[src/pid_consts.svh]
/*
 * Width and reset constants for the PI controller datapath.
 * Included by the package and by every module that sizes a vector or
 * loads a reset value from these macros.
 */
`ifndef PID_CONSTS_SVH
`define PID_CONSTS_SVH

// Reference and feedback sample width
`define PID_INPUT_WIDTH 12

// Error, gain term and output width
`define PID_DATA_WIDTH 16

// Configuration register bank
`define PID_REG_COUNT 8
`define PID_REG_WIDTH 32
`define PID_ADDRESS_WIDTH 4

// Denominator shift field width
`define PID_SHIFT_WIDTH 8

// Limit reset values, full positive and full negative scale
`define PID_DEFAULT_LIMIT_UP {1'b0, {(`PID_DATA_WIDTH - 1){1'b1}}}
`define PID_DEFAULT_LIMIT_DOWN {1'b1, {(`PID_DATA_WIDTH - 1){1'b0}}}

`endif

[src/pid_pkg.sv]
/*
 * Shared types of the PI controller: datapath words, the configuration
 * struct built by the register bank and the gain terms passed from the
 * error stage to the integrator.
 */
`include "pid_consts.svh"

package pid_pkg;

    typedef logic signed [`PID_INPUT_WIDTH-1:0] sample_t;
    typedef logic signed [`PID_DATA_WIDTH-1:0] data_t;
    typedef logic [`PID_DATA_WIDTH-1:0] gain_t;
    typedef logic [`PID_SHIFT_WIDTH-1:0] shift_t;
    typedef logic [`PID_ADDRESS_WIDTH-1:0] reg_address_t;
    typedef logic [`PID_REG_WIDTH-1:0] reg_word_t;

    // Live controller configuration
    typedef struct packed {
        logic nonblocking;
        gain_t kp;
        gain_t ki;
        shift_t kp_den;
        shift_t ki_den;
        data_t out_limit_up;
        data_t out_limit_down;
        data_t int_limit_up;
        data_t int_limit_down;
    } pid_config_t;

    // Scaled error terms, both already shifted by their denominators
    typedef struct packed {
        data_t proportional;
        data_t integral_step;
    } gain_terms_t;

endpackage

[src/pid_config_regs.sv]
/*
 * Configuration register bank of the PI controller.
 * Writes land on the clock edge of the write strobe, the read port is
 * combinational and returns each field zero-extended to a full word.
 */
`timescale 1ns/1ps
`include "pid_consts.svh"

module pid_config_regs (
    input logic clock,
    input logic reset,
    input logic cfg_write,
    input pid_pkg::reg_address_t cfg_address,
    input pid_pkg::reg_word_t cfg_write_data,
    input pid_pkg::reg_address_t cfg_read_address,
    output pid_pkg::reg_word_t cfg_read_data,
    output pid_pkg::pid_config_t cfg
);
    import pid_pkg::*;

    localparam int PAD_WIDTH = `PID_REG_WIDTH - `PID_DATA_WIDTH;

    pid_config_t config_q;

    always_ff @(posedge clock) begin
        if (!reset) begin
            config_q <= '0;
            config_q.out_limit_up <= `PID_DEFAULT_LIMIT_UP;
            config_q.out_limit_down <= `PID_DEFAULT_LIMIT_DOWN;
            config_q.int_limit_up <= `PID_DEFAULT_LIMIT_UP;
            config_q.int_limit_down <= `PID_DEFAULT_LIMIT_DOWN;
        end else if (cfg_write) begin
            case (cfg_address)
                4'd0: config_q.nonblocking <= cfg_write_data[0];
                4'd1: config_q.kp <= cfg_write_data[`PID_DATA_WIDTH-1:0];
                4'd2: config_q.ki <= cfg_write_data[`PID_DATA_WIDTH-1:0];
                4'd3: config_q.out_limit_up <= cfg_write_data[`PID_DATA_WIDTH-1:0];
                4'd4: config_q.out_limit_down <= cfg_write_data[`PID_DATA_WIDTH-1:0];
                4'd5: config_q.int_limit_up <= cfg_write_data[`PID_DATA_WIDTH-1:0];
                4'd6: config_q.int_limit_down <= cfg_write_data[`PID_DATA_WIDTH-1:0];
                4'd7: begin
                    // Both denominators share one word
                    config_q.kp_den <= cfg_write_data[7:0];
                    config_q.ki_den <= cfg_write_data[15:8];
                end
                default: ;
            endcase
        end
    end

    assign cfg = config_q;

    // Signed limits are padded with zeros, not sign bits
    always_comb begin
        case (cfg_read_address)
            4'd0: cfg_read_data = {{(`PID_REG_WIDTH - 1){1'b0}}, config_q.nonblocking};
            4'd1: cfg_read_data = {{PAD_WIDTH{1'b0}}, config_q.kp};
            4'd2: cfg_read_data = {{PAD_WIDTH{1'b0}}, config_q.ki};
            4'd3: cfg_read_data = {{PAD_WIDTH{1'b0}}, config_q.out_limit_up};
            4'd4: cfg_read_data = {{PAD_WIDTH{1'b0}}, config_q.out_limit_down};
            4'd5: cfg_read_data = {{PAD_WIDTH{1'b0}}, config_q.int_limit_up};
            4'd6: cfg_read_data = {{PAD_WIDTH{1'b0}}, config_q.int_limit_down};
            4'd7: cfg_read_data = {16'b0, config_q.ki_den, config_q.kp_den};
            default: cfg_read_data = '0;
        endcase
    end

    // Software must stay inside the register map
    write_in_map: assert property (
        @(posedge clock) disable iff (!reset)
        cfg_write |-> (cfg_address < `PID_REG_COUNT)
    );

endmodule

[src/pid_error_gain.sv]
/*
 * Error and gain stage of the PI controller.
 * Takes a sample pair when both streams are valid and the output can
 * accept a result, then produces the scaled P and I terms one cycle later
 * and a copy of the P term delayed to meet the integrator.
 */
`timescale 1ns/1ps
`include "pid_consts.svh"

module pid_error_gain (
    input logic clock,
    input logic reset,
    input pid_pkg::sample_t ref_data,
    input pid_pkg::sample_t fb_data,
    input logic ref_valid,
    input logic fb_valid,
    input logic out_ready,
    input pid_pkg::pid_config_t cfg,
    output pid_pkg::data_t err_data,
    output logic err_valid,
    output pid_pkg::gain_terms_t terms,
    output logic terms_valid,
    output pid_pkg::data_t proportional,
    output logic prop_valid
);
    import pid_pkg::*;

    // Gain is zero-extended by one bit so the multiply stays signed
    localparam int PRODUCT_WIDTH = 2 * `PID_DATA_WIDTH + 1;

    logic enable;
    logic accept;
    data_t ref_extended;
    data_t fb_extended;
    logic signed [PRODUCT_WIDTH-1:0] p_product;
    logic signed [PRODUCT_WIDTH-1:0] i_product;
    logic signed [PRODUCT_WIDTH-1:0] p_scaled;
    logic signed [PRODUCT_WIDTH-1:0] i_scaled;

    // A sample is dropped unless its result can leave or the loop runs free
    assign enable = out_ready | cfg.nonblocking;
    assign accept = ref_valid & fb_valid & enable;

    assign ref_extended = data_t'(ref_data);
    assign fb_extended = data_t'(fb_data);

    always_ff @(posedge clock) begin
        if (!reset) begin
            err_valid <= 1'b0;
        end else begin
            err_valid <= accept;
        end
    end

    always_ff @(posedge clock) begin
        if (accept) begin
            err_data <= ref_extended - fb_extended;
        end
    end

    assign p_product = $signed({1'b0, cfg.kp}) * err_data;
    assign i_product = $signed({1'b0, cfg.ki}) * err_data;
    assign p_scaled = p_product >>> cfg.kp_den;
    assign i_scaled = i_product >>> cfg.ki_den;

    always_ff @(posedge clock) begin
        if (!reset) begin
            terms_valid <= 1'b0;
            prop_valid <= 1'b0;
        end else begin
            terms_valid <= err_valid;
            prop_valid <= terms_valid;
        end
    end

    always_ff @(posedge clock) begin
        if (err_valid) begin
            terms.proportional <= p_scaled[`PID_DATA_WIDTH-1:0];
            terms.integral_step <= i_scaled[`PID_DATA_WIDTH-1:0];
        end
        // The integrator needs one cycle, so P waits alongside it
        if (terms_valid) begin
            proportional <= terms.proportional;
        end
    end

    // Every registered error turns into terms and then an aligned P term
    pipeline_strobes: assert property (
        @(posedge clock) disable iff (!reset)
        err_valid |=> terms_valid ##1 prop_valid
    );

endmodule

[src/pid_integrator.sv]
/*
 * Clamped integrator of the PI controller.
 * Adds each integral step to the loop state and holds the result
 * between the integrator limits of the current configuration.
 */
`timescale 1ns/1ps
`include "pid_consts.svh"

module pid_integrator (
    input logic clock,
    input logic reset,
    input pid_pkg::gain_terms_t terms,
    input logic terms_valid,
    input pid_pkg::pid_config_t cfg,
    output pid_pkg::data_t integral,
    output logic integral_valid
);
    import pid_pkg::*;

    localparam int SUM_WIDTH = `PID_DATA_WIDTH + 1;

    data_t state;
    data_t next_state;
    logic signed [SUM_WIDTH-1:0] sum;

    // The guard bit keeps a wrap from looking like a small value
    assign sum = SUM_WIDTH'(state) + SUM_WIDTH'(terms.integral_step);

    always_comb begin
        if (sum > cfg.int_limit_up) begin
            next_state = cfg.int_limit_up;
        end else if (sum < cfg.int_limit_down) begin
            next_state = cfg.int_limit_down;
        end else begin
            next_state = sum[`PID_DATA_WIDTH-1:0];
        end
    end

    always_ff @(posedge clock) begin
        if (!reset) begin
            state <= '0;
            integral_valid <= 1'b0;
        end else begin
            integral_valid <= terms_valid;
            if (terms_valid) begin
                state <= next_state;
            end
        end
    end

    assign integral = state;

    // Each fresh integral must sit inside the limits it was clamped to
    state_in_limits: assert property (
        @(posedge clock) disable iff (!reset)
        integral_valid |-> (integral <= cfg.int_limit_up) &&
                           (integral >= cfg.int_limit_down)
    );

endmodule

[src/pid_output_stage.sv]
/*
 * Output stage of the PI controller.
 * Adds the aligned P term to the integral when the downstream device is
 * ready, then presents the held sum clamped to the output limits.
 */
`timescale 1ns/1ps
`include "pid_consts.svh"

module pid_output_stage (
    input logic clock,
    input logic reset,
    input pid_pkg::data_t proportional,
    input logic prop_valid,
    input pid_pkg::data_t integral,
    input logic integral_valid,
    input logic out_ready,
    input pid_pkg::pid_config_t cfg,
    output pid_pkg::data_t out_data,
    output logic out_valid
);
    import pid_pkg::*;

    localparam int SUM_WIDTH = `PID_DATA_WIDTH + 1;

    logic load;
    logic signed [SUM_WIDTH-1:0] sum;
    logic signed [SUM_WIDTH-1:0] held_sum;

    assign load = prop_valid & integral_valid & out_ready;
    assign sum = SUM_WIDTH'(proportional) + SUM_WIDTH'(integral);

    // A result that finds out_ready low is lost here
    always_ff @(posedge clock) begin
        if (!reset) begin
            out_valid <= 1'b0;
            held_sum <= '0;
        end else begin
            out_valid <= load;
            if (load) begin
                held_sum <= sum;
            end
        end
    end

    // Clamp follows live limits, so a limit write shows without a new sample
    always_comb begin
        if (held_sum > cfg.out_limit_up) begin
            out_data = cfg.out_limit_up;
        end else if (held_sum < cfg.out_limit_down) begin
            out_data = cfg.out_limit_down;
        end else begin
            out_data = held_sum[`PID_DATA_WIDTH-1:0];
        end
    end

    // The P delay and the integrator must stay in step
    terms_aligned: assert property (
        @(posedge clock) disable iff (!reset)
        prop_valid == integral_valid
    );

endmodule

[src/pid_controller.sv]
/*
 * Top level of the fixed-point PI controller.
 * Connects the register bank, the error and gain stage, the integrator
 * and the output stage. Input ready lines are always high.
 */
`timescale 1ns/1ps

module pid_controller (
    input logic clock,
    input logic reset,

    // Sample streams
    input pid_pkg::sample_t ref_data,
    input logic ref_valid,
    output logic ref_ready,
    input pid_pkg::sample_t fb_data,
    input logic fb_valid,
    output logic fb_ready,

    // Control output and error monitor
    output pid_pkg::data_t out_data,
    output logic out_valid,
    input logic out_ready,
    output pid_pkg::data_t err_data,
    output logic err_valid,

    // Register access
    input logic cfg_write,
    input pid_pkg::reg_address_t cfg_address,
    input pid_pkg::reg_word_t cfg_write_data,
    input pid_pkg::reg_address_t cfg_read_address,
    output pid_pkg::reg_word_t cfg_read_data
);
    import pid_pkg::*;

    pid_config_t cfg;
    gain_terms_t terms;
    logic terms_valid;
    data_t proportional;
    logic prop_valid;
    data_t integral;
    logic integral_valid;

    // Samples that cannot be used are dropped, never stalled
    assign ref_ready = 1'b1;
    assign fb_ready = 1'b1;

    pid_config_regs u_config_regs (
        .clock(clock),
        .reset(reset),
        .cfg_write(cfg_write),
        .cfg_address(cfg_address),
        .cfg_write_data(cfg_write_data),
        .cfg_read_address(cfg_read_address),
        .cfg_read_data(cfg_read_data),
        .cfg(cfg)
    );

    pid_error_gain u_error_gain (
        .clock(clock),
        .reset(reset),
        .ref_data(ref_data),
        .fb_data(fb_data),
        .ref_valid(ref_valid),
        .fb_valid(fb_valid),
        .out_ready(out_ready),
        .cfg(cfg),
        .err_data(err_data),
        .err_valid(err_valid),
        .terms(terms),
        .terms_valid(terms_valid),
        .proportional(proportional),
        .prop_valid(prop_valid)
    );

    pid_integrator u_integrator (
        .clock(clock),
        .reset(reset),
        .terms(terms),
        .terms_valid(terms_valid),
        .cfg(cfg),
        .integral(integral),
        .integral_valid(integral_valid)
    );

    pid_output_stage u_output_stage (
        .clock(clock),
        .reset(reset),
        .proportional(proportional),
        .prop_valid(prop_valid),
        .integral(integral),
        .integral_valid(integral_valid),
        .out_ready(out_ready),
        .cfg(cfg),
        .out_data(out_data),
        .out_valid(out_valid)
    );

endmodule

[config.mk]
export PLATFORM = sky130hd
export DESIGN_NAME = pid_controller
export DESIGN_NICKNAME = d
export VERILOG_FILES = /design/src/pid_pkg.sv /design/src/pid_config_regs.sv /design/src/pid_error_gain.sv /design/src/pid_integrator.sv /design/src/pid_output_stage.sv /design/src/pid_controller.sv
export VERILOG_INCLUDE_DIRS = /design/src /design/src/src
export SDC_FILE = /design/constraint.sdc
export NUM_CORES = 2
export LEC_CHECK = 0
export BUFFER_PORTS_ARGS = -buffer_cell sky130_fd_sc_hd__buf_2
export CORE_AREA = 2 2 265 267
export DETAILED_ROUTE_END_ITERATION = 10
export DIE_AREA = 0 0 267 269
export HOLD_SLACK_MARGIN = 0.12
export REMOVE_ABC_BUFFERS = 1
export SKIP_LAST_GASP = 1
export SYNTH_ARGS = -nofsm -noshare
export SYNTH_HDL_FRONTEND = slang
export SYNTH_SLANG_ARGS = --single-unit
[constraint.sdc]
create_clock -name clock -period 18.76 [get_ports clock]
set_input_delay 1.876 -clock clock [delete_from_list [all_inputs] [get_ports clock]]
set_output_delay 1.876 -clock clock [all_outputs]
set_load 0.01 [all_outputs]
Yosys cells after proc, flatten, opt, wreduce, memory -nomap -nowiden
Index checks and enable logic that the tools add are counted.
Cells by class
  add/subtract/negate cells: 3
  $mul: 2
  magnitude comparators: 4
  equality and inequality tests: 14
  shift operators: 2
  mux-type cells: 5
  bitwise logic cells: 4
  reduce and logical (&&, ||, !) cells: 10
Operators with widths (count)
  $pmux 16 s8: 1
  $sshr 33x8->16: 2
  $mux 16: 4
  $mul 17x13->30: 2
  $add 16x16->17: 2
  $gt 17x16->1: 2
  $lt 17x16->1: 2
  $eq 4x3->1 const B: 8
  $eq 4x2->1 const B: 4
  $reduce_and 2->1: 8
  $sub 12x12->13: 1
  $eq 4x1->1 const B: 2
  $logic_not 4->1: 2
  $and 1x1->1: 3
  $or 1x1->1: 1
Word-level totals
  bits in registers: 211
  bits of input ports: 70
  output and inout port bits: 68

Depth between registers and ports, before layout
  depth after elaboration: 4
  mapped depth: 27
  mapped depth without buffers: 24

Cells and area by module
From an unflattened synthesis, not the netlist that was laid out.
Second synthesis, totals
  cell total of the unflattened synthesis: 3652
  area total of the unflattened synthesis: 31278.7 um^2
By module, submodules not included
  pid_error_gain: times used 1, cells each 2419, area an instance 20953.8 um^2
  pid_config_regs: times used 1, cells each 584, area an instance 5388.9 um^2
  pid_output_stage: times used 1, cells each 347, area an instance 2529.9 um^2
  pid_integrator: times used 1, cells each 299, area an instance 2387.3 um^2
  pid_controller: times used 1, cells each 3, area an instance 18.8 um^2

Worst setup path before layout
OpenSTA, ideal clock, no wires.
  kind: reg2reg
  start: register u_error_gain.err_data[1]
  end: register, netlist name u_error_gain.terms[5]
  setup time: 0.261 ns
  arrival: 6.352 ns
  data required time: 18.499 ns
  slack: 12.147 ns
  stages on the path, launching flop included: 22
  clock period less this slack: 6.613 ns
  path through: edfxtp_1 > clkbuf_1 > and2_1 > fa_1 > inv_1 > fa_1 > inv_1 > fa_1 > fa_1 > fa_1 > ha_1 > ha_1 > or2_2 > a21oi_1 > a211oi_2 > o21a_2 > o41ai_4 > mux2_2 > a221o_1 > nand2_1 > o21ai_1 > a221o_1
On the way
  longest elaborated chain between the ends: 2
Ends and longest elaborated chain
  start: declaration: line pid_error_gain.sv:19  | output pid_pkg::data_t err_data,
  start signal: assignment: line pid_error_gain.sv:57  | err_data <= ref_extended - fb_extended;
  $mul 17x13->30: line pid_error_gain.sv:62  | assign i_product = $signed({1'b0, cfg.ki}) * err_data;
  $sshr 33x8->16: line pid_error_gain.sv:64  | assign i_scaled = i_product >>> cfg.ki_den;
  net u_error_gain.i_scaled[5]: line pid_error_gain.sv:38  | logic signed [PRODUCT_WIDTH-1:0] i_scaled;
The timed path passes the listed nets, and every way through them passes these cells.
A chain may end at the register's enable or synchronous reset.

Worst setup path after layout
  start: register u_error_gain.err_data[6]
  end: register, netlist name u_error_gain.terms[11]
On the way
  longest elaborated chain between the ends: 2
Ends and longest elaborated chain (line)
  $mul 17x13->30: pid_error_gain.sv:62
  $sshr 33x8->16: pid_error_gain.sv:64
  net u_error_gain.i_scaled[11]: pid_error_gain.sv:38
The timed path passes the listed nets, and every way through them passes these cells.

==> reports/results.txt <==
Status - complete, no violations
Leak - 15.7 nW
Total GRT Usage - 0.255
Worst Tran Pin Value - 1.22 ns
Nets - 4328
Hold buffers post-CTS - 0
Via count - 26300
Final GP Congestion - 0.934
Initial antenna violation count - 0
I/O Buffers - 103
Post-route setup slack - 11.00 ns
Largest family of logic cells by synthesized area - adder cells
Place WS - 11.02 ns
Setup Fix Bufs, Post-CTS - 0
Core area - 69300 um2
Number of synthesized register bits - 211
Synth Area in XOR/XNOR - 0.0221
Achievable Freq - 0.129 GHz
Clk buf depth - 3
Share of the synthesized area in the top cell type - 0.202
Die Span Y - 269 um
Distinct cells, synth - 101
Synth area leaders - fa_1 20%, ha_1 13%, dfxtp_1 9.8%
DPL Wire Length - 70500 um
TNS Setup - 0 ns
Critical path data required time - 19.03 ns
CTS-repair resized insts - 0
Pin count of the biggest net entering global routing - 62
CP endpoint kind - register
Post-route antenna net violation count - 0
Final Util - 0.472
Sequential share of the synthesized area - 0.157
Hold Path Class - reg2reg
First-pass iteration count of the detailed router - 8
CTS buffer count - 25
Final hold vios - 0
Commonest non-fill, non-tap cell in the layout - nand2_1
Row cnt - 97
Asr flop ratio synth - 0
Max VDD drop - 0.0702 mV
Worst-path fanout max - 22
Post-Synth Simple-Gate Area - 0.190
Total grt overflow - 0
Most used DFF post-synth - dfxtp_1
Syn-to-layout area delta - 6.49%
Setup Viol. Count Final - 0
WL/cell - 19.7 um
Min Clock Period, post-route - 7.76 ns
H-tree depth - 1
Mux share of post-synthesis cell area - 0.0478
Clk_lat worst skew - 0.57 ns
Multi-input gate area - 23400 um2
Cell area after synthesis - 30700 um2
Fin crit share - 0.413
Compound-Gate Fraction of Synth Area - 0.167
Number of vias per cell - 5.73
Post-synth EDFFs - 61
RSZ-0062 raised after global routing - false
Synth Warn # - 0
Area occupied by registers - 4840 um2
Crit path kind - reg2reg
CTS Root Cell - clkbuf_16
Synth Area per Inst - 8.36 um2
Max-cap check violation count - 0
Reg clk slew, reported paths - 0.06 ns
# DRC - 0
Max-slew headroom - 0.184
Initial drt markers - 2183
Initial Utilization - 0.444
Synth area leader - fa_1
Share of cells above drive strength 1 - 0.0748
Worst Path Arrival - 8.03 ns
CTS sink cnt - 211
Post-Route Skew - 0.0325 ns
I/O pin cnt - 138
Fin. max-slew vios - 0
CP startpoint kind - register
Post-synthesis adder-cell area fraction - 0.331
First-pass GRT wire length - 145000 um
Hold slack final - 0.406 ns
Mapped Cells - 3677
Routed WL - 90600 um
CTS tree - yes
Pwr dens - 43.6 nW/um2
Filler cells - 6874
Antenna fix cells - 0
Vias in the first global route - 25700
Most frequent cells in the layout - 544 x nand2_1, 415 x inv_1, 316 x ha_1
Die ar. - 71800 um2
DIE WIDTH - 267 um
==> cell usage after synthesis (9+ instances only) <==
cell type,n
xnor2_1,48
o31ai_1,10
nand4_1,24
o22ai_1,9
fa_1,311
o21ai_1,11
a22oi_1,35
or3_1,17
nor2_1,172
and3_1,16
nand3b_1,10
a21o_1,56
buf_4,25
ha_1,316
o21bai_1,10
o211ai_1,62
nand3_1,69
o21ai_0,90
a21oi_1,187
nor3_1,56
nor3b_1,12
nor2b_1,42
and2_1,197
a221oi_1,9
o221ai_1,11
or2_2,12
dfxtp_1,150
inv_1,415
edfxtp_1,61
mux2i_1,105
nand2b_1,30
xor2_1,26
a31oi_1,29
a211oi_1,35
nand2_1,544
o21a_1,23
clkbuf_1,183
o2111ai_1,9
o211a_1,12
a211o_1,20
o311ai_0,11
buf_2,21
mux2_2,24
==> stage by stage <==
stage	area (um2)	cells	total power, W
global route	32700	4590	0.00150
detailed placement	31900	4544	0.000896
global placement	31900	4544	0.000896
CTS	32700	4590	0.00143
floorplan	29800	3458	0.000773
finish	32700	4590	0.00143
==> final timing paths <==
| kind | end | from | slack [ns] | cells after the start |
|---|---|---|---|---|
| max | u_error_gain.terms[11] | u_error_gain.err_data[6] | 11.00 | 19 |
| min | u_error_gain.proportional[6] | u_error_gain.terms[22] | 0.41 | 0 |
| max reg2reg | u_error_gain.terms[11] | u_error_gain.err_data[6] | 11.00 | 19 |
| min reg2reg | u_error_gain.proportional[6] | u_error_gain.terms[22] | 0.41 | 0 |
==> cell type report <==
cell class / count / share of cell area
Clock inverter: 18 / 0.00757
Clock buffer: 28 / 0.0195
Tap cell: 940 / 0.0359
Multi-Input combinational cell: 2828 / 0.716
Inverter: 419 / 0.0481
Sequential cell: 211 / 0.148
Timing Repair Buffer: 146 / 0.0256
==> critical path: stages (launching register included) <==
cell and delay, ns:
edfxtp_1 0.70, buf_4 0.41, nand2_1 0.11, fa_1 0.54, fa_1 0.46, fa_1 0.54
inv_1 0.05, fa_1 0.49, fa_1 0.42, ha_1 0.29, ha_1 0.34, or2_2 0.33
a21oi_1 0.32, a211oi_2 0.10, o21a_2 0.28, o41ai_4 0.41, mux2i_2 0.86, o221ai_1 0.42
nor4_1 0.28, a311oi_1 0.10
==> kinds of logic after synthesis <==
group                      after synthesis
and+or+nand+nor                       1232
AOI/OAI and AO/OA                      739
buffers and inverters                  654
adders and majority gates              627
DFF                                    211
muxes                                  136
xor gates and xnor gates                76
other                                    2
==> state kept, by name (all words and copies together) (netlist names) <==
register and flops:
u_config_regs.cfg 113, u_error_gain.err_data 13, u_error_gain.err_valid 1, u_error_gain.prop_valid 1
u_error_gain.proportional 16, u_error_gain.terms 32, u_error_gain.terms_valid 1, u_integrator.integral 16
u_output_stage.held_sum 17, u_output_stage.out_valid 1
==> routing by layer <==
layer | vias up | part of all wire | global-route usage
met2 | 807 | 0.46 | 0.418
li1 | 12400 | - | -
met1 | 13000 | 0.45 | 0.356
met4 | 0 | 0.032 | 0.0721
met5 | - | 0 | 0
met3 | 153 | 0.059 | 0.0284
==> power breakdown <==
group          internal (W)  switching, W
sequential         0.000481     0.0000123
combinational      0.000152      0.000249
clock              0.000317      0.000216
total              0.000949      0.000478
Note: power is estimated with default switching activity, not from simulation.
